File: src/include/gcu_macros.svh
// widths, video RAM region bounds and register select codes
// beam positions for sync, blanking and the vertical interrupt

`ifndef GCU_MACROS_SVH
`define GCU_MACROS_SVH

// bus and memory widths
`define GCU_DATA_W        16
`define GCU_ADDR_W        13
`define GCU_LAYER_ADDR_W  11
`define GCU_BEAM_W        9

// video RAM regions, each layer copy covers [base, next base)
`define GCU_SCROLL0_BASE  13'h0000
`define GCU_SCROLL1_BASE  13'h0800
`define GCU_SCROLL2_BASE  13'h1000
`define GCU_SPRITE_BASE   13'h1800
`define GCU_SPRITE_END    13'h1C00

// register select decode
`define GCU_REG_INDEX_MASK  8'h8F
`define GCU_REG_VINT_ACK_A  8'h0E
`define GCU_REG_VINT_ACK_B  8'h0F

// beam positions, sync ranges are inclusive
`define GCU_HSYNC_START   9'd326
`define GCU_HSYNC_END     9'd379
`define GCU_VSYNC_START   9'd232
`define GCU_VSYNC_END     9'd245
`define GCU_VINT_LINE     9'd230

`endif

File: src/verilog/gcu_video_timing.sv
// sync and blanking decode from the beam counters
// active-low vertical interrupt level

`timescale 1ns/1ns

`include "gcu_macros.svh"

module gcu_video_timing (
    input  logic [`GCU_BEAM_W-1:0] v,
    input  logic [`GCU_BEAM_W-1:0] h,
    input  logic                   vint_clear,
    input  logic                   RESET96,
    output logic                   hsync,
    output logic                   vsync,
    output logic                   fblank,
    output logic                   vint
);

    // syncs low over inclusive ranges
    assign hsync = !((h >= `GCU_HSYNC_START) && (h <= `GCU_HSYNC_END));
    assign vsync = !((v >= `GCU_VSYNC_START) && (v <= `GCU_VSYNC_END));

    // blank whenever either sync is active
    assign fblank = hsync && vsync;

    // held low on the interrupt line, while cleared, and through reset
    assign vint = !((v == `GCU_VINT_LINE) || vint_clear || RESET96);

endmodule

File: config.mk
export PLATFORM = sky130hd
export DESIGN_NAME = gcu_video_timing
export DESIGN_NICKNAME = d
export VERILOG_FILES = /design/src/verilog/gcu_video_timing.sv
export VERILOG_INCLUDE_DIRS = /design/src /design/src/include
export SDC_FILE = /design/constraint.sdc
export NUM_CORES = 1
export LEC_CHECK = 0
export BUFFER_PORTS_ARGS = -buffer_cell sky130_fd_sc_hd__buf_2
export CELL_PAD_IN_SITES_DETAIL_PLACEMENT = 0
export CELL_PAD_IN_SITES_GLOBAL_PLACEMENT = 1
export CORE_AREA = 2 2 39 41
export DETAILED_ROUTE_END_ITERATION = 8
export DIE_AREA = 0 0 41 43
export PLACE_DENSITY_LB_ADDON = 0.1
export SLEW_MARGIN = 20
export SYNTH_ARGS = -nofsm -noshare
export SYNTH_HDL_FRONTEND = slang
export SYNTH_SLANG_ARGS = --single-unit
File: constraint.sdc
create_clock -name vclk -period 1.07
set_clock_uncertainty 0.15 [all_clocks]
set_input_delay 0.107 -clock vclk [all_inputs]
set_output_delay 0.107 -clock vclk [all_outputs]
set_load 0.005 [all_outputs]
---- Yosys cells after proc, flatten, opt, wreduce, memory -nomap -nowiden ----
Cells that the tools add are included.
cells by class
  add/subtract/negate cells ............... 0
  $mul .................................... 0
  div/mod/pow operators ................... 0
  order comparisons ....................... 4
  equality and inequality tests ........... 1
  shift operators ......................... 0
  muxes and demuxes ....................... 0
  bitwise operators ....................... 0
  reductions and logical operators ........ 8
operators by type and width
  operator                                                                count
  9-bit by 8-bit == test with 1-bit output (second input constant)        1
  9-bit by 8-bit >= comparator with 1-bit output (second input constant)  1
  9-bit >= comparator (second input constant)                             1
  9-bit by 8-bit <= comparator with 1-bit output (second input constant)  1
  9-bit <= comparator (second input constant)                             1
  1-bit logical AND                                                       3
  1-bit zero test                                                         3
  1-bit logical OR                                                        2
word-level totals
  register bits after elaboration ......... 0
  bits in latches ......................... 0
  RAM bits ................................ 0
  ROM bits ................................ 0
  bits of input ports ..................... 20
  output and inout port bits .............. 4
  word-level logic and storage cells ...... 13
  memories ................................ 0

---- Longest topological paths before layout ----
Gate-level depths: netlist of the first run.
  word-level depth ........................ 4
  gate-level depth with buffers ........... 3
  mapped depth without buffers ............ 3

---- Worst setup path after synthesis of the first run ----
Ideal clock, no wire load.
  path type ............................... input port to output port
  from .................................... input port v[2]
  to ...................................... output port fblank
  data arrival time ....................... 701 ps
  data required time ...................... 813 ps
  slack ................................... 112 ps
  stages on the path ...................... 3
  path buffers ............................ 0
  path through ............................ a21o_1 a211o_1 a21boi_1
between the ends
  cells in the longest elaborated chain, start to end .. 4
  elaborated cells between the ends (all ways) .. 5
  classes of those cells .................. order compare: 2; reduce/logical: 3
ends and longest elaborated chain
  element                                                                                                                            line                    text
  from (decl)                                                                                                                        gcu_video_timing.sv:9   input logic [`GCU_BEAM_W-1:0] v,
  9-bit by 8-bit >= comparator with 1-bit output (no line) / 9-bit by 8-bit <= comparator with 1-bit output (equally long branches)  -
  1-bit logical AND (*)                                                                                                              gcu_video_timing.sv:21  assign vsync = !((v >= `GCU_VSYNC_START) && (v <= `GCU_VSYNC_END));
  1-bit zero test (*)                                                                                                                gcu_video_timing.sv:21
  via vsync                                                                                                                          gcu_video_timing.sv:14  output logic vsync,
  1-bit logical AND (*)                                                                                                              gcu_video_timing.sv:24  assign fblank = hsync && vsync;
  to (decl)                                                                                                                          gcu_video_timing.sv:15  output logic fblank,
Mark *: on every way through the listed nets, which the timed path passes. The rest lies on a longest branch.

---- Worst setup path in the final report of the first run ----
  from .................................... input port v[2]
  to ...................................... output port fblank
between the ends
  cells in the longest elaborated chain, start to end .. 4
  elaborated cells between the ends (all ways) .. 5
  classes of those cells .................. order compare: 2; reduce/logical: 3
ends and longest elaborated chain
  element                                                                                                                            line
  9-bit by 8-bit >= comparator with 1-bit output (no line) / 9-bit by 8-bit <= comparator with 1-bit output (equally long branches)  -
  1-bit logical AND (*)                                                                                                              gcu_video_timing.sv:21
  1-bit zero test (*)                                                                                                                gcu_video_timing.sv:21
  1-bit logical AND (*)                                                                                                              gcu_video_timing.sv:24
Every way passes the cells marked *; elsewhere a longest branch is shown, timed or not.

==> reports/metrics.csv, run 1 <==
metric,value,unit
Worst Hold Class,in -> out,
Die Ht,43,um
Cells after DPL,52,
share of cells above drive strength 1,66.7,%
Critical Path End Type,output port,
failing checks,negative setup slack,
final WL,416,um
"Seq/Total Area, Yosys",0,%
fin nets,58,
first-pass GRT wire length,558,um
vias in the first global route,173,
syn avg cell area,7.19,sq um
max cap viols,0,
CP Launch Type,input pin,
CTS Hold Bufs,0,
Setup WS pre-CTS,-0.124,ns
number of vias per cell,3.85,
# clk buffers,0,
Antenna Cells,0,
status,"complete, but fails checks",
Crit Path Class,in -> out,
port bufs,23,
die area,1760,sq um
Slew headroom,85.0,%
"area leader, netlist",a2111o_1,
global-route usage over all layers,4.10,%
area share of the largest cell type after synthesis,13.0,%
fin crit share,109,%
Peak Freq,860,MHz
Reg area,0,sq um
syn_nets,32,
initial antenna violation count,0,
Fillers,165,
Final Wtd Congestion,0.563,
DRC errors left,0,
Non-Filler Instances,52,
I/O Pins,24,
Final Critical Period,1.16,ns
ANT nets after route,0,
final hold vios,0,
initial core utilization,6.24,%
ranking of synthesized cells by area,"a2111o_1 13%, and4b_1 12%, a211o_1 10%",
Syn Inst Count,12,
Setup crit end,fblank,
Final setup viols,2,
DP HPWL,391,um
Post-Syn Area,86.3,sq um
pwr/cell area,274,nW/um^2
Critical Path AT,0.91,ns
Synth warnings,0,
VDD IR-drop max,0.0000613,V
gr ovfl total,0,
core box area,1380,sq um
routed len/inst,8.00,um
P&R area growth vs syn,187,%
WP data required,0.81,ns
"Worst Setup Slack, final",-0.0931,ns
FP Rows,14,
Seq Cell Count,0,
largest net degree at the start of global routing,4,
"Slew Viols, Final",0,
crit path max fanout,2,
Synth cell types,12,
slew of the pin with the lowest slew margin,0.222,ns
crit path launch,v[2],
via count,200,
drt pass-1 iters,2,
P_leak,0.000124,uW
starting DRC count in detailed routing,1,
RSZ-0062 raised after global routing,yes,
Hold Slack,0.285,ns
chip width,41,um
[per-stage QoR]
step                      cell area [sq um]  power, uW  utilization (%)  setup TNS (ns)
after floorplan                        86.3       14.5                -               0
after global placement                  229       60.3             16.5          -0.188
after detailed placement                229       61.6             16.5          -0.139
after CTS                               235       64.1             17.0          -0.164
after global routing                    248       75.9             17.9          -0.266
final                                   248       67.8             17.9          -0.135
[repair_timing]
item | in CTS | in global routing
buffers inserted | 0 | 0
setup endpoints to repair | 3 | 4
pin swaps | 3 | 1
gates resized for setup | 1 | 2
[per-layer routing]
| metal | track usage, % | vias to the layer above | wire, um |
|---|---|---|---|
| met5 | 0 | - | 0 |
| met4 | 0 | 0 | 0 |
| met3 | 0.524 | 0 | 128 |
| met2 | 7.50 | 23 | 135 |
| met1 | 5.06 | 76 | 152 |
| li1 | - | 101 | - |
[cells in the final DEF (no fill, tap or decap)]
cell type,n
buf_2,20
buf_6,3
nand4b_1,1
nand3b_1,1
nor4_1,1
nor3_1,1
a2111o_1,1
nand4_1,1
and4b_1,1
nand2_1,1
a21o_1,1
nor2_1,1
a211o_1,1
a21boi_1,1
buf_4,1
[how the worst min path moves through the flow]
| stage | startpoint | endpoint | slack, ns | cells after the start |
|---|---|---|---|---|
| floorplan | RESET96 | vint | 0.1 | 1 |
| global placement | RESET96 | vint | 0.29 | 3 |
| detailed placement | RESET96 | vint | 0.29 | 3 |
| CTS | RESET96 | vint | 0.28 | 3 |
| global route | RESET96 | vint | 0.30 | 3 |
| finish | RESET96 | vint | 0.28 | 3 |
[power breakdown]
group          leakage [uW]  switching (uW)  internal [uW]  total (uW)
sequential                0               0              0           0
combinational      0.000124            22.0           45.7        67.8
clock                     0               0              0           0
[cell type report]
class	instances	area, sq um	share of cell area [%]
repair buffers	24	141	57.1
multi-input cells	12	86.3	34.8
well taps	16	20.0	8.08
[worst max-delay path: stages]
cell      delay (ns)
buf_2           0.10
a21o_1          0.17
a211o_1         0.27
a21boi_1        0.13
buf_2           0.12
[cell families after synthesis]
| kind of cell | Yosys count | share of synthesized area (%) |
|---|---|---|
| AOI/OAI and AO/OA | 4 | 40.6 |
| and+or+nand+nor | 8 | 59.4 |
No activity file was read; power rests on OpenSTA's default activity.
==> run 2, diff against run 1 <==
Clock period 1.07 ns to 1.3 ns, I/O delays scaled along.
==> reports/metrics.csv, run 2 (synthesis results as in run 1) <==
metric,value,unit,change
port bufs,23,,unchanged
via count,199,,-0.50%
Peak Freq,806,MHz,
Final Wtd Congestion,0.576,,+2.2%
# clk buffers,0,,unchanged
Crit Path Class,in -> out,,
PnR Total Power,47.8,uW,-29%
chip width,41,um,unchanged
"Slew Viols, Final",0,,unchanged
Post-CTS Setup Inserts,0,,unchanged
Slew headroom,84.3,%,-0.77 points
Non-Filler Instances,51,,-1.9%
Final setup viols,0,,-2
largest net degree at the start of global routing,4,,unchanged
Fillers,154,,-6.7%
Critical Path AT,0.96,ns,+0.05 ns
drt pass-1 iters,2,,unchanged
final WL,391,um,-6.0%
global-route usage over all layers,3.60,%,-0.50 points
first-pass GRT wire length,462,um,-17%
slew of the pin with the lowest slew margin,0.234,ns,+0.0114 ns
crit path launch,v[2],,
multi-input logic area,86.3,sq um,unchanged
vias in the first global route,149,,-14%
crit path max fanout,2,,unchanged
max cap viols,0,,unchanged
status,completed,,
routed len/inst,7.67,um,-4.2%
Seq Cell Count,0,,unchanged
WP data required,1.02,ns,+0.21 ns
Antenna Cells,0,,unchanged
CTS Hold Bufs,0,,unchanged
fin nets,57,,-1.7%
final hold vios,0,,unchanged
setup TNS,0,ns,+0.135 ns
RSZ-0062 raised after global routing,no,,
initial antenna violation count,0,,unchanged
Critical Path End Type,output port,,
share of cells above drive strength 1,65.7,%,-0.95 points
P&R area growth vs syn,157,%,
Die Ht,43,um,unchanged
Worst Hold Class,in -> out,,
Final Critical Period,1.24,ns,
DP HPWL,363,um,-7.3%
starting DRC count in detailed routing,1,,unchanged
Setup crit end,fblank,,
I/O Pins,24,,unchanged
core box area,1380,sq um,unchanged
FP Rows,14,,unchanged
gr ovfl total,0,,unchanged
Reg area,0,sq um,unchanged
number of vias per cell,3.90,,+1.5%
die area,1760,sq um,unchanged
Hold Slack,0.332,ns,+0.0469 ns
fin crit share,95.4,%,
PostCTS Resize Cnt,0,,-1
"commonest non-fill, non-tap cell in the layout",buf_2,,
initial core utilization,6.24,%,unchanged
P_leak,0.000113,uW,-9.4%
VDD IR-drop max,0.0000470,V,-23%
CP Launch Type,input pin,,
ANT nets after route,0,,unchanged
pwr/cell area,216,nW/um^2,-21%
DRC errors left,0,,unchanged
Cells after DPL,51,,-1.9%
[run 2: changes by cell type in the layout (fill, tap and decap cells not counted), sizes merged]
cell	before	now
buf	24	23
[run 2: where the power goes]
group | switching [uW] | leakage, uW | internal [uW]
combinational | 17.4 | 0.000113 | 30.4
clock | 0 | 0 | 0
sequential | 0 | 0 | 0
total | 17.4 | 0.000113 | 30.4
[run 2: how the worst min path moves through the flow]
stage	from	to	slack, ns	cells past startpoint
final	RESET96	vint	0.33	3
after global routing	RESET96	vint	0.34	3
after CTS	RESET96	vint	0.33	3
after detailed placement	RESET96	vint	0.33	3
after global placement	RESET96	vint	0.33	3
after floorplan	RESET96	vint	0.14	1
[run 2: metal layers]
layer | vias to the layer above | wire [um] | GRT usage [%]
met5 | - | 0 | 0
met4 | 0 | 0 | 0
met3 | 0 | 101 | 0
met2 | 23 | 140 | 7.81
met1 | 76 | 148 | 3.48
li1 | 100 | - | -
[run 2: layout make-up]
cell class                 instances  area share (%)
timing repair buffer              23            52.0
tap                               16            9.04
multi-input combinational         12            39.0
[run 2: worst max-delay path, stage by stage]
cell and delay [ns]:
buf_2 0.10, a21o_1 0.17, a211o_1 0.31, a21boi_1 0.13, buf_2 0.12
[run 2: per-stage QoR]
step	worst slack, ns	utilization [%]	area, sq um
5_1_grt	0.0197	16.0	221
3_5_place_dp	0.0570	16.0	221
2_1_floorplan	0.296	-	86.3
3_3_place_gp	0.0557	16.0	221
4_1_cts	0.0505	16.0	221
6_report	0.0597	16.0	221
