--- config.mk ---
export PLATFORM = sky130hd
export DESIGN_NAME = gcu_bus_port
export DESIGN_NICKNAME = d
export VERILOG_FILES = /design/src/verilog/gcu_pkg.sv /design/src/verilog/gcu_bus_port.sv
export VERILOG_INCLUDE_DIRS = /design/src /design/src/include
export SDC_FILE = /design/constraint.sdc
export NUM_CORES = 1
export LEC_CHECK = 0
export ABC_AREA = 1
export BUFFER_PORTS_ARGS = -buffer_cell sky130_fd_sc_hd__buf_2
export CORE_ASPECT_RATIO = 1.25
export CORE_MARGIN = 5
export CORE_UTILIZATION = 55
export DETAILED_ROUTE_END_ITERATION = 16
export PLACE_DENSITY_LB_ADDON = 0.15
export SLEW_MARGIN = 10
export SYNTH_ARGS = -nofsm -noshare
export SYNTH_HDL_FRONTEND = slang
export SYNTH_SLANG_ARGS = --single-unit
--- constraint.sdc ---
create_clock -name CLK96 -period 4.12 [get_ports CLK96]
set_input_delay 0.412 -clock CLK96 [delete_from_list [all_inputs] [get_ports CLK96]]
set_output_delay 0.412 -clock CLK96 [all_outputs]
set_load 0.1 [all_outputs]
--- src/include/gcu_macros.svh ---
// widths, video RAM region bounds and register select codes
// beam positions for sync, blanking and the vertical interrupt

`ifndef GCU_MACROS_SVH
`define GCU_MACROS_SVH

// bus and memory widths
`define GCU_DATA_W        16
`define GCU_ADDR_W        13
`define GCU_LAYER_ADDR_W  11
`define GCU_BEAM_W        9

// video RAM regions, each layer copy covers [base, next base)
`define GCU_SCROLL0_BASE  13'h0000
`define GCU_SCROLL1_BASE  13'h0800
`define GCU_SCROLL2_BASE  13'h1000
`define GCU_SPRITE_BASE   13'h1800
`define GCU_SPRITE_END    13'h1C00

// register select decode
`define GCU_REG_INDEX_MASK  8'h8F
`define GCU_REG_VINT_ACK_A  8'h0E
`define GCU_REG_VINT_ACK_B  8'h0F

// beam positions, sync ranges are inclusive
`define GCU_HSYNC_START   9'd326
`define GCU_HSYNC_END     9'd379
`define GCU_VSYNC_START   9'd232
`define GCU_VSYNC_END     9'd245
`define GCU_VINT_LINE     9'd230

`endif

--- src/verilog/gcu_pkg.sv ---
// bus word union, CPU operation struct and video RAM write struct
// renderer layer read structs and the scroll register block

`include "gcu_macros.svh"

package gcu_pkg;

    // one CPU data word, read either as plain data or as a register select
    typedef union packed {
        logic [`GCU_DATA_W-1:0] raw;
        struct packed {
            logic [7:0] unused_hi;
            logic       mirror;
            logic [2:0] unused_mid;
            logic [3:0] index;
        } sel;
    } gcu_bus_word_u;

    // at most one bit set, held by the CPU until ack
    typedef struct packed {
        logic select_reg;
        logic write_reg;
        logic set_ptr;
        logic write_ram;
        logic read_h;
        logic read_l;
    } gcu_op_t;

    typedef struct packed {
        logic [`GCU_ADDR_W-1:0] addr;
        logic [`GCU_DATA_W-1:0] data;
        logic                   we;
    } gcu_vram_wr_t;

    // renderer read addresses, one per layer copy
    typedef struct packed {
        logic [`GCU_LAYER_ADDR_W-1:0] scroll0;
        logic [`GCU_LAYER_ADDR_W-1:0] scroll1;
        logic [`GCU_LAYER_ADDR_W-1:0] scroll2;
        logic [`GCU_LAYER_ADDR_W-1:0] sprite;
    } gcu_layer_addr_t;

    typedef struct packed {
        logic [`GCU_DATA_W-1:0] scroll0;
        logic [`GCU_DATA_W-1:0] scroll1;
        logic [`GCU_DATA_W-1:0] scroll2;
        logic [`GCU_DATA_W-1:0] sprite;
    } gcu_layer_data_t;

    // scroll positions in register index order, bg_x is index 0
    typedef struct packed {
        logic [`GCU_DATA_W-1:0] bg_x;
        logic [`GCU_DATA_W-1:0] bg_y;
        logic [`GCU_DATA_W-1:0] fg_x;
        logic [`GCU_DATA_W-1:0] fg_y;
        logic [`GCU_DATA_W-1:0] text_x;
        logic [`GCU_DATA_W-1:0] text_y;
        logic [`GCU_DATA_W-1:0] sprite_x;
        logic [`GCU_DATA_W-1:0] sprite_y;
    } gcu_scroll_t;

endpackage

--- src/verilog/gcu_bus_port.sv ---
// CPU operation sequencer with the video RAM pointer
// write and read cycles, ack and dout

`timescale 1ns/1ns

`include "gcu_macros.svh"

module gcu_bus_port (
    input  logic                    CLK96,
    input  logic                    RESET96,
    input  gcu_pkg::gcu_op_t        op,
    input  gcu_pkg::gcu_bus_word_u  din,
    input  logic [`GCU_DATA_W-1:0]  rd_data,
    output logic                    ack,
    output logic [`GCU_DATA_W-1:0]  dout,
    output logic                    sel_strobe,
    output logic                    wr_strobe,
    output gcu_pkg::gcu_vram_wr_t   vram_wr,
    output logic [`GCU_ADDR_W-1:0]  rd_addr
);
    import gcu_pkg::*;

    localparam logic [1:0] st_idle    = 2'd0;
    localparam logic [1:0] st_wr      = 2'd1;
    localparam logic [1:0] st_rd_wait = 2'd2;
    localparam logic [1:0] st_rd_load = 2'd3;

    gcu_op_t                op_q;
    logic [1:0]             state_q;
    logic [`GCU_DATA_W-1:0] ptr_q;
    logic [`GCU_ADDR_W-1:0] wr_addr_q;
    logic [`GCU_DATA_W-1:0] wr_data_q;
    logic                   we_q;
    logic                   go;
    logic                   go_read;

    // an operation starts when op differs from last cycle's op
    assign go      = (op != op_q) && (state_q == st_idle);
    assign go_read = go && (op.read_h || op.read_l);

    // register side needs only a single-cycle pulse
    assign sel_strobe = go && op.select_reg;
    assign wr_strobe  = go && op.write_reg;

    assign vram_wr = '{addr: wr_addr_q, data: wr_data_q, we: we_q};

    always_ff @(posedge CLK96 or posedge RESET96) begin
        if (RESET96) begin
            op_q    <= '0;
            state_q <= st_idle;
            ptr_q   <= '0;
            we_q    <= 1'b0;
            ack     <= 1'b1;
        end else begin
            op_q <= op;
            case (state_q)
                st_idle: begin
                    if (go && op.set_ptr) begin
                        ptr_q <= din.raw;
                    end
                    if (go && op.write_ram) begin
                        we_q    <= 1'b1;
                        ack     <= 1'b0;
                        state_q <= st_wr;
                    end
                    if (go_read) begin
                        ack     <= 1'b0;
                        state_q <= st_rd_wait;
                    end
                end
                st_wr: begin
                    // write lands this edge, step the pointer
                    we_q    <= 1'b0;
                    ptr_q   <= ptr_q + 1'b1;
                    ack     <= 1'b1;
                    state_q <= st_idle;
                end
                st_rd_wait: begin
                    // RAM output registers on this edge
                    state_q <= st_rd_load;
                end
                default: begin
                    ack     <= 1'b1;
                    state_q <= st_idle;
                end
            endcase
        end
    end

    // address and data capture
    always_ff @(posedge CLK96) begin
        if (go && op.write_ram) begin
            wr_addr_q <= ptr_q[`GCU_ADDR_W-1:0];
            wr_data_q <= din.raw;
        end
        if (go_read) begin
            // low word sits one above the pointer, wraps within 8K
            rd_addr <= ptr_q[`GCU_ADDR_W-1:0] + `GCU_ADDR_W'(op.read_l);
        end
        if (state_q == st_rd_load) begin
            dout <= rd_data;
        end
    end

    // any RAM cycle hands ack back within three cycles
    ack_bounded: assert property (@(posedge CLK96) disable iff (RESET96)
        $fell(ack) |-> ##[1:3] ack);

endmodule

# After elaboration in Yosys (flattened, before gate mapping)
# Cells that the tools add are included.
# classes
addsub,2
eq_ne,7
n_mux,10
bitwise_logic,1
reduce_logical,12
# ops
operator,n
$pmux W16 S2,1
$add A16 B1 Y16 const B,1
$mux W16,1
$add A13 B1 Y13,1
$logic_and A1 B1 Y1,6
$ne A6 B6 Y1,1
$reduce_and A2 Y1,3
$eq A2 B2 Y1 const B,2
$mux W2,2
$ne A2 B1 Y1 const B,2
$pmux W1 S2,2
$pmux W2 S2,1
$mux W1,3
$ne A3 B2 Y1 const B,1
$eq A2 B1 Y1 const B,1
$logic_not A2 Y1,1
$reduce_bool A2 Y1,1
$logic_or A1 B1 Y1,1
$not A1 Y1,1
# word_totals
regBits,84
input_bits,40
output_inout_bits,62
elab_cells,46

# Depth between registers and ports, before layout
# Gate-level depths: netlist of the first run.
# depth
depth_word,6
mapped_depth,10

# Worst setup path after synthesis of the first run
# No wires, ideal clock.
# synth_path
path_type,input -> output
from,input port op[4] (netlist name)
to,output port sel_strobe
arrival_time_ns,2.013
required_time_ns,3.708
setup_slack_ns,1.695
path_stages,7
path_cell_list,inv_1 -> nand2_1 -> nand2_1 -> nor2_2 -> nand3_2 -> nand2_1 -> nor2_1
# synth_via
elab_chain_cells,3
# synth_rtl
item,line,rtl
from (decl),gcu_bus_port.sv:11,"input gcu_pkg::gcu_op_t op,"
$ne A6 B6 Y1,gcu_bus_port.sv:38,assign go = (op != op_q) && (state_q == st_idle);
$logic_and A1 B1 Y1,gcu_bus_port.sv:38,
$logic_and A1 B1 Y1,gcu_bus_port.sv:42,assign sel_strobe = go && op.select_reg;
to (decl),gcu_bus_port.sv:16,"output logic sel_strobe,"
# No other way between the ends.

# Worst setup path after layout of the first run
# layout_path
from,register op_q[3] (netlist name)
to,"register wr_addr_q[8], enable pin"
# layout_via
elab_chain_cells,3
# layout_rtl
item,line,rtl
from (decl),gcu_bus_port.sv:28,gcu_op_t op_q;
from (signal assigned),gcu_bus_port.sv:55,op_q <= op;
$ne A6 B6 Y1,gcu_bus_port.sv:38,
$logic_and A1 B1 Y1,gcu_bus_port.sv:38,
$logic_and A1 B1 Y1,gcu_bus_port.sv:92,if (go && op.write_ram) begin
to (signal assigned),gcu_bus_port.sv:93,wr_addr_q <= ptr_q[`GCU_ADDR_W-1:0];
to (decl),gcu_bus_port.sv:31,logic [`GCU_ADDR_W-1:0] wr_addr_q;
# No other way between the ends.
# A chain may end at the register's enable or synchronous reset.

==> results of run 1 <==
-- how the worst max path moves through the flow --
| stage | end | slack, ps |
|---|---|---|
| 2_1_floorplan | sel_strobe | 1700 |
| 3_3_place_gp | wr_addr_q[4] | 1890 |
| 3_5_place_dp | wr_data_q[2] | 1820 |
| 4_1_cts | wr_addr_q[8] | 1960 |
| 5_1_grt | wr_addr_q[1] | 1810 |
| 6_report | wr_addr_q[8] | 2000 |
-- synthesized netlist by cell type, types with 2 or more instances --
master	count	area share
inv_1	28	0.030
xor2_1	8	0.020
inv_2	2	0.0022
nor2_2	6	0.011
buf_6	4	0.013
nand3_2	2	0.0058
nand4_1	5	0.0090
edfxtp_1	58	0.50
nor2_1	9	0.0097
nor2_4	4	0.013
nand2_1	99	0.11
ha_1	3	0.011
buf_4	3	0.0065
nand2_2	4	0.0072
xnor2_1	3	0.0076
nand3_1	33	0.048
or2_2	2	0.0036
dfrtp_1	22	0.16
-- layout by cell type, fill, tap and decap left out, types with 4 or more instances in the layout --
cell type  Yosys  final
dfrtp_1       22     22
inv_1         28     28
edfxtp_1      58     58
nand4_1        5      5
nor2_2         6      6
xor2_1         8      8
clkbuf_8       0      9
nand2_1       99     99
nand3_1       33     33
nor2_1         9      9
buf_2          0    101
nor2_4         4      4
nand2_2        4      4
-- through the flow --
stage	instances	utilization	area, µm²
after CTS	502	0.676	4170
after floorplan	308	-	3470
after detailed placement	486	0.649	4000
after global routing	502	0.676	4170
final	502	0.676	4170
after global placement	486	0.649	4000
-- flip-flops by register name (all words and copies together) (netlist names) --
| signal | flops |
|---|---|
| ptr_q | 13 |
| ack | 1 |
| wr_data_q | 16 |
| wr_addr_q | 13 |
| state_q | 2 |
| we_q | 1 |
| rd_addr | 13 |
| dout | 16 |
| op_q | 6 |
-- logic make-up (layout without fill, tap and decap cells) --
| logic type | count (synthesis) | after routing | share of synthesized area |
|---|---|---|---|
| compound gates | 5 | 5 | 0.0108 |
| xor+xnor | 11 | 11 | 0.0278 |
| fa+ha+maj | 3 | 3 | 0.0108 |
| buf+inv | 40 | 149 | 0.0577 |
| flops | 81 | 81 | 0.669 |
| simple gates | 168 | 168 | 0.224 |
-- cell type report --
type	count	area share
Inverter	32	0.0300
Tap cell	85	0.0255
Clock buffer	10	0.0306
Multi-Input combinational cell	187	0.228
Clock inverter	6	0.00841
Sequential cell	81	0.556
Timing Repair Buffer	101	0.121
-- metal layers --
layer  part of all wire  wire [µm]  global-route usage  up-vias
met5                  0          0                   0        -
met4              0.017        125              0.0780        0
met3              0.079        567              0.0649       10
met2               0.52       3750               0.326       86
met1               0.38       2720               0.221     1165
li1                   -          -                   -     1222
-- worst max-delay path: cells and delay by family (launching register included) --
family                 cells  cell delay, ps
buffers and inverters      2             930
flip-flops                 1             400
AND/OR/NAND/NOR            5             390
==> impl_metrics.csv, run 1 <==
group,metric,value,unit
status,status,"finished, final reports clean",
yosys,ys_seq_area_frac,0.669,
cells_and_area,multi_input_area,948,µm²
global_route,grt_max_degree,30,
yosys,postSynthCellCount,308,
die,chipHeight,98.8,µm
global_route,track_usage,0.193,
cells_and_area,fillers,510,
clock_network,cts_tree,"built",
clock_network,cts_buffers,9,
clock_network,clock_sinks,81,
sta,fin_hold_ws,205,ps
sta,finalSetupTns,0,ps
setup_path,crit_chain,"inv_1, nand2_1, nand2_1, nor2_2, nand3_2, nand3_1, inv_1",
global_route,antenna_found_initial,0,
setup_path,endpoint_kind,"register",
sta,fmax,472,MHz
worst_hold_path,hold_path_startpoint,"op[4]",
setup_path,startpoint,"op_q[3]",
yosys,synth_nets,351,
global_route,grt_overflow_total,0,
setup_path,rr_startpoint,"op_q[3]",
yosys,synth_edf_count,58,
yosys,synthesis.area,3470,µm²
cells_and_area,ff_latch_area,2320,µm²
detailed_routing,routed_wl,7160,µm
yosys,synthFlopType,"edfxtp_1",
setup_path,reg2reg_depth,7,
cells_and_area,area_delta_synth_final,20.2,%
worst_hold_path,hold_class,"primary input to register",
place,dp.final_hpwl,5280,µm
sta,tightestPinTransition,1150,ps
clock_network,clk_latency,340,ps
detailed_routing,detail-route-antenna-nets,0,
yosys,synth_seq_cells,81,
global_route,first_global_vias,2567,
detailed_routing,dr.pass1.iters,4,
sta,rsz0062_at_grt,"false",
detailed_routing,drcViolationCount,0,
global_route,grt_pass1_wl,11700,µm
clock_network,cts_setup_buffers,0,
die,die_w,81.0,µm
sta,setup_viol,0,
clock_network,cts_resized,0,
cells_and_area,nets,455,
sta,maxSlewHeadroom,0.235,
die,start_util,0.562,
die,rows,32,
clock_network,clk_pin_slew,70,ps
place,gp_congestion,0.802,
die,die-area,8000,µm²
worst_hold_path,hold-path-cell-count,1,
setup_path,crit_slowest_cell,"inv_1",
run,max-cap-violations,0,
clock_network,cts-root-buf,"clkbuf_8",
detailed_routing,viasPerCell,4.95,
setup_path,cp.required,4070,ps
clock_network,ctsLongestPathBuffers,2,
cells_and_area,drive_above_1_share,0.336,
place,port_buffers,101,
sta,period_share,0.514,
sta,min_period,2120,ps
worst_hold_path,whs_endpoint,"op_q[4]",
sta,hold_viol,0,
sta,finalClockSkew,5.76,ps
yosys,async_flop_share,0.284,
clock_network,cts_hold_buf,0,
detailed_routing,num_vias,2483,
yosys,ys_types,31,
setup_path,slowest_delay,860,ps
setup_path,r2r_setup_slack,2000,ps
clock_network,cts.htree.levels,3,
place,dp_slack,1820,ps
detailed_routing,drtIter0Drc,148,
die,pin_count,102,
cells_and_area,diodes,0,
sta,fin_ws,2000,ps
setup_path,critical_path_class,"register to register",
yosys,syn_avg_cell_area,11.3,µm²
yosys,ys_warn_count,0,
setup_path,path_max_fanout,29,
detailed_routing,avgRoutedWirePerCell,14.3,µm
sta,slew_viol_final,0,
die,core_region_area,6170,µm²
setup_path,reg2reg_to,"wr_addr_q[8]",
setup_path,cp.arrival,2070,ps
setup_path,worst_setup_path_start_kind,"register",
Power of run 1 is left out: the tool's default activity adds up to more than one toggle a clock period on the data nets, which glitch-free logic cannot reach.
==> run 2, diff against run 1 <==
Settings changed: CORE_UTILIZATION 55 to 46.
Clock period 4.12 ns to 1.93 ns, I/O delays scaled along.
==> run 2 against run 1 <==
  * Setup slack worse by 1800 ps
  * First-iteration DRC count up 8.8%
  * Sequential share of layout area down 4.0 points
  * Clock skew up 9.7 ps
  * Die area up 17%
  * Register-to-register slack worse by 1700 ps
==> impl_metrics.csv, run 2 (synthesis gave the netlist of run 1 again) <==
group,metric,value,unit
global_route,grt_max_degree,30,
power,ir_worst_vdd,0.947,mV
die,pin_count,102,
place,place_area,4060,µm²
run,max-cap-violations,0,
power,combPwrFrac,0.483,
clock_network,clk_pin_slew,90,ps
cells_and_area,reg.largest.list,"dout x16, wr_data_q x16",
setup_path,cp.required,1740,ps
sta,setup_viol,0,
clock_network,cts_buffers,9,
power,p_sw,0.00436,W
worst_hold_path,hold_class,"primary input to register",
cells_and_area,fin_util,0.610,
sta,min_period,1720,ps
sta,slew_viol_final,0,
power,p_clk_frac,0.174,
die,core_region_area,7360,µm²
clock_network,clock_sinks,81,
die,chipHeight,107,µm
setup_path,cp_common_cell,"nand2_1",
cells_and_area,nets,478,
clock_network,cts_tree,"built",
detailed_routing,drtIter0Drc,161,
detailed_routing,avgRoutedWirePerCell,14.1,µm
power,power_switching_share,0.515,
global_route,antenna_found_initial,0,
setup_path,cp.arrival,1530,ps
place,gp_congestion,0.827,
detailed_routing,wl_met1,3100,µm
power,seq_power_share,0.343,
setup_path,crit_family,"simple AND/OR/NAND/NOR gates",
sta,tightestPinTransition,613,ps
sta,maxSlewHeadroom,0.591,
cells_and_area,ff_latch_area,2320,µm²
die,start_util,0.471,
setup_path,cp.buffers_inverters,2,
detailed_routing,dr_wl_met3,626,µm
detailed_routing,dr_wl_met2,3730,µm
detailed_routing,drcViolationCount,0,
clock_network,clk_latency,350,ps
setup_path,path_max_fanout,4,
global_route,grt_pass1_wl,12100,µm
status,status,"finished, final reports clean",
global_route,grt_overflow_total,0,
setup_path,endpoint_kind,"output port",
detailed_routing,num_vias,2537,
setup_path,critical_path_class,"register to output port",
cells_and_area,diodes,0,
power,leakage,2.09,nW
cells_and_area,drive_above_1_share,0.334,
clock_network,cts.htree.levels,3,
die,die_w,87.7,µm
place,port_buffers,101,
die,rows,35,
clock_network,ctsLongestPathBuffers,2,
detailed_routing,dr.pass1.iters,4,
sta,hold_viol,0,
global_route,track_usage,0.169,
cells_and_area,design_area,4490,µm²
cells_and_area,multi_input_area,948,µm²
sta,period_share,0.892,
place,dp.final_hpwl,5400,µm
setup_path,worst_setup_path_start_kind,"register",
sta,rsz0062_at_grt,"false",
global_route,first_global_vias,2538,
sta,fmax,581,MHz
detailed_routing,viasPerCell,4.77,
sta,fin_hold_ws,20.0,ps
cells_and_area,fillers,641,
sta,finalClockSkew,15.4,ps
cells_and_area,area_delta_synth_final,29.5,%
detailed_routing,detail-route-antenna-nets,0,
setup_path,crit_chain,"inv_1, nand2_1, nand2_1, nor2_2, nand3_2, nand2_1, nor2_1, clkbuf_4",
detailed_routing,routed_wl,7510,µm
detailed_routing,routed.top_layer,"met4",
power,p_int,0.00411,W
cells_and_area,final_cell_mix,"99 x nand2_1, 99 x buf_2, 58 x edfxtp_1",
setup_path,crit_slowest_cell,"dfrtp_1",
die,die-area,9380,µm²
power,powerDensity,1890,nW/µm²
clock_network,cts-root-buf,"clkbuf_8",
setup_path,slowest_delay,390,ps
-- run 2: power groups by stage --
stage,clock [W],combinational [W],sequential (W)
2_1_floorplan,0,0.00132,0.00506
3_3_place_gp,0,0.00404,0.00291
3_5_place_dp,0,0.00409,0.00294
4_1_cts,0.00151,0.00413,0.00291
5_1_grt,0.00161,0.00434,0.00298
6_report,0.00148,0.00410,0.00291
-- run 2: metal layers --
layer / GRT usage / vias up
met5: 0 / -
met1: 0.214 / 1166
met2: 0.279 / 100
met3: 0.0453 / 4
met4: 0.0559 / 0
li1: - / 1267
-- run 2: what timing repair did --
| item | 4_1_cts | 5_1_grt |
|---|---|---|
| resized for setup | 0 | 2 |
| endpoints found under the hold margin | 24 | 3 |
| setup buffers | 0 | 0 |
| setup endpoints to repair | 0 | 2 |
| hold buffers | 15 | 3 |
-- run 2: area by class of cell --
cell class	count	area share
multi-input cells	187	0.211
clock inverters	6	0.0256
well taps	92	0.0256
clock buffers	10	0.0284
inverters	32	0.0279
repair buffers	124	0.165
flip-flops and latches	81	0.516
-- run 2: per-stage QoR --
stage / std cells / TNS [ps] / total power [W] / setup slack [ps]
finish: 532 / 0 / 0.00848 / 208
global placement: 498 / 0 / 0.00695 / 361
global route: 532 / 0 / 0.00892 / 43.7
CTS: 529 / 0 / 0.00855 / 90.2
floorplan: 308 / -431 / 0.00637 / -215
detailed placement: 498 / 0 / 0.00704 / 331
-- run 2: path summary, 6_finish.rpt --
path                            slack, ps  depth (start not counted)  startpoint          end
worst max-delay path                  210                          8     op_q[0]    wr_strobe
worst min-delay path                   20                          1  rd_data[2]      dout[2]
worst max register to register        330                          6    ptr_q[0]  rd_addr[12]
worst min register to register        500                          2         ack          ack
max in group asynchronous             880                          4     RESET96          ack
min in group asynchronous             410                          3     RESET96    ptr_q[11]
(Power assumes the default switching activity.)
==> run 3, diff against run 2 <==
Settings changed: CELL_PAD_IN_SITES_DETAIL_PLACEMENT from default to 0, CELL_PAD_IN_SITES_GLOBAL_PLACEMENT from default to 1, CORE_UTILIZATION 46 to 36.
==> run 3 against run 2 <==
  * Clock-buffer cell count is 2 higher
  * Hold slack worse by 7.9 ps
  * Setup slack worse by 65 ps
  * Critical path depth is the same
  * Largest cell class unchanged
==> impl_metrics.csv, run 3 (synthesis gave the netlist of run 1 again) <==
group,metric,value,unit
sta,min_period,1790,ps
sta,hold_viol,0,
clock_network,clock_sinks,81,
detailed_routing,routed_wl,7590,µm
global_route,grt_max_degree,29,
clock_network,cts-root-buf,"clkbuf_16",
global_route,track_usage,0.135,
sta,period_share,0.926,
detailed_routing,detail-route-antenna-nets,0,
sta,finalClockSkew,3.07,ps
setup_path,endpoint_kind,"output port",
setup_path,rr_startpoint,"ptr_q[0]",
place,port_buffers,101,
sta,tightestPinTransition,601,ps
die,core_region_area,9510,µm²
cells_and_area,reg.largest.list,"dout x16, wr_data_q x16",
global_route,first_global_vias,2349,
detailed_routing,drtIter0Drc,71,
global_route,grt_pass1_wl,12200,µm
status,status,"finished, final reports clean",
die,chipHeight,120,µm
detailed_routing,drcViolationCount,0,
cells_and_area,multi_input_area,948,µm²
clock_network,cts_tree,"built",
global_route,grt_util_met3,0.0302,
cells_and_area,nets,465,
detailed_routing,dr.pass1.iters,4,
cells_and_area,drive_above_1_share,0.342,
clock_network,ctsLongestPathBuffers,2,
setup_path,critical_path_class,"register to output port",
setup_path,path_max_fanout,4,
clock_network,cts_resized,0,
cells_and_area,area_delta_synth_final,27.4,%
die,start_util,0.365,
global_route,antenna_found_initial,0,
cells_and_area,ff_latch_area,2320,µm²
place,dp.final_hpwl,5530,µm
sta,fin_hold_ws,12.1,ps
cells_and_area,diodes,0,
sta,setup_viol,0,
setup_path,worst_setup_path_start_kind,"register",
setup_path,cp.arrival,1590,ps
place,gp_congestion,0.804,
die,die-area,11700,µm²
die,rows,40,
worst_hold_path,hold_class,"primary input to register",
clock_network,cts_buffers,9,
clock_network,cts_hold_buf,3,
cells_and_area,fillers,931,
die,pin_count,102,
global_route,grt_overflow_total,0,
worst_hold_path,hold-path-cell-count,1,
clock_network,clk_pin_slew,60,ps
sta,maxSlewHeadroom,0.599,
worst_hold_path,hold_path_startpoint,"op[2]",
setup_path,r2r_setup_slack,300,ps
sta,rsz0062_at_grt,"false",
setup_path,reg2reg_depth,6,
setup_path,cp.required,1740,ps
cells_and_area,final_cell_mix,"101 x buf_2, 99 x nand2_1, 58 x edfxtp_1",
setup_path,reg2reg_to,"rd_addr[12]",
global_route,use_met1,0.172,
sta,fmax,560,MHz
global_route,busiest_layer,"met2",
clock_network,cts_setup_buffers,0,
detailed_routing,avgRoutedWirePerCell,13.7,µm
run,max-cap-violations,0,
clock_network,cts.htree.levels,3,
detailed_routing,num_vias,2443,
cells_and_area,final_common_cell,"buf_2",
worst_hold_path,whs_endpoint,"op_q[2]",
sta,slew_viol_final,0,
die,die_w,97.8,µm
clock_network,clk_latency,330,ps
cells_and_area,fin_util,0.465,
global_route,gr-usage-met2,0.213,
detailed_routing,viasPerCell,4.42,
## run 3: cell types whose count changed in the layout (fill, tap and decap cells not counted)
| cell | delta |
|---|---|
| buf_4 | +3 |
| clkbuf_8 | -9 |
| clkinv_2 | +2 |
| dlygate4sd3_1 | -15 |
| buf_2 | +2 |
| clkinv_1 | +1 |
| inv_6 | -1 |
| clkbuf_4 | -2 |
| clkinv_4 | -1 |
| clkbuf_1 | +2 |
| buf_12 | -1 |
| bufinv_16 | -2 |
| clkbuf_16 | +9 |
| clkinvlp_4 | -1 |
## run 3: worst max-delay path by stage
stage / to / start / cells past startpoint
2_1_floorplan: sel_strobe / op_q[4] / 7
3_3_place_gp: rd_addr[12] / op[0] / 7
3_5_place_dp: rd_addr[12] / op[0] / 7
4_1_cts: sel_strobe / op_q[4] / 8
5_1_grt: sel_strobe / op_q[0] / 8
6_report: wr_strobe / op_q[4] / 8
## run 3: critical path, cell delays in order, from the launching register on
cell,delay [ps]
dfrtp_1,370
inv_1,50
nand2_1,40
nand2_1,70
nor2_2,40
nand3_2,90
nand2_1,80
nor2_1,80
buf_2,420
## run 3: area by class of cell
| class | instances | share of cell area |
|---|---|---|
| tap | 126 | 0.0357 |
| clock inverter | 4 | 0.00991 |
| clock buffer | 12 | 0.0535 |
| timing repair buffer | 111 | 0.133 |
| inverter | 32 | 0.0283 |
| multi-input combinational | 187 | 0.215 |
| sequential | 81 | 0.525 |
## run 3: stage by stage
stage          instance area, µm²  std cells  worst slack [ps]  TNS (ps)
6_report                     4420        553               144         0
4_1_cts                      4420        553               115         0
3_5_place_dp                 4110        534               274         0
5_1_grt                      4420        553              15.9         0
3_3_place_gp                 4110        534               324         0
2_1_floorplan                3470        308              -215      -431
## run 3: per-layer routing
metal,vias to the layer above,part of all wire
met4,0,0.024
met1,1124,0.44
met5,-,0
met2,70,0.48
met3,11,0.053
li1,1238,-
Power of run 3 is left out for the same reason.
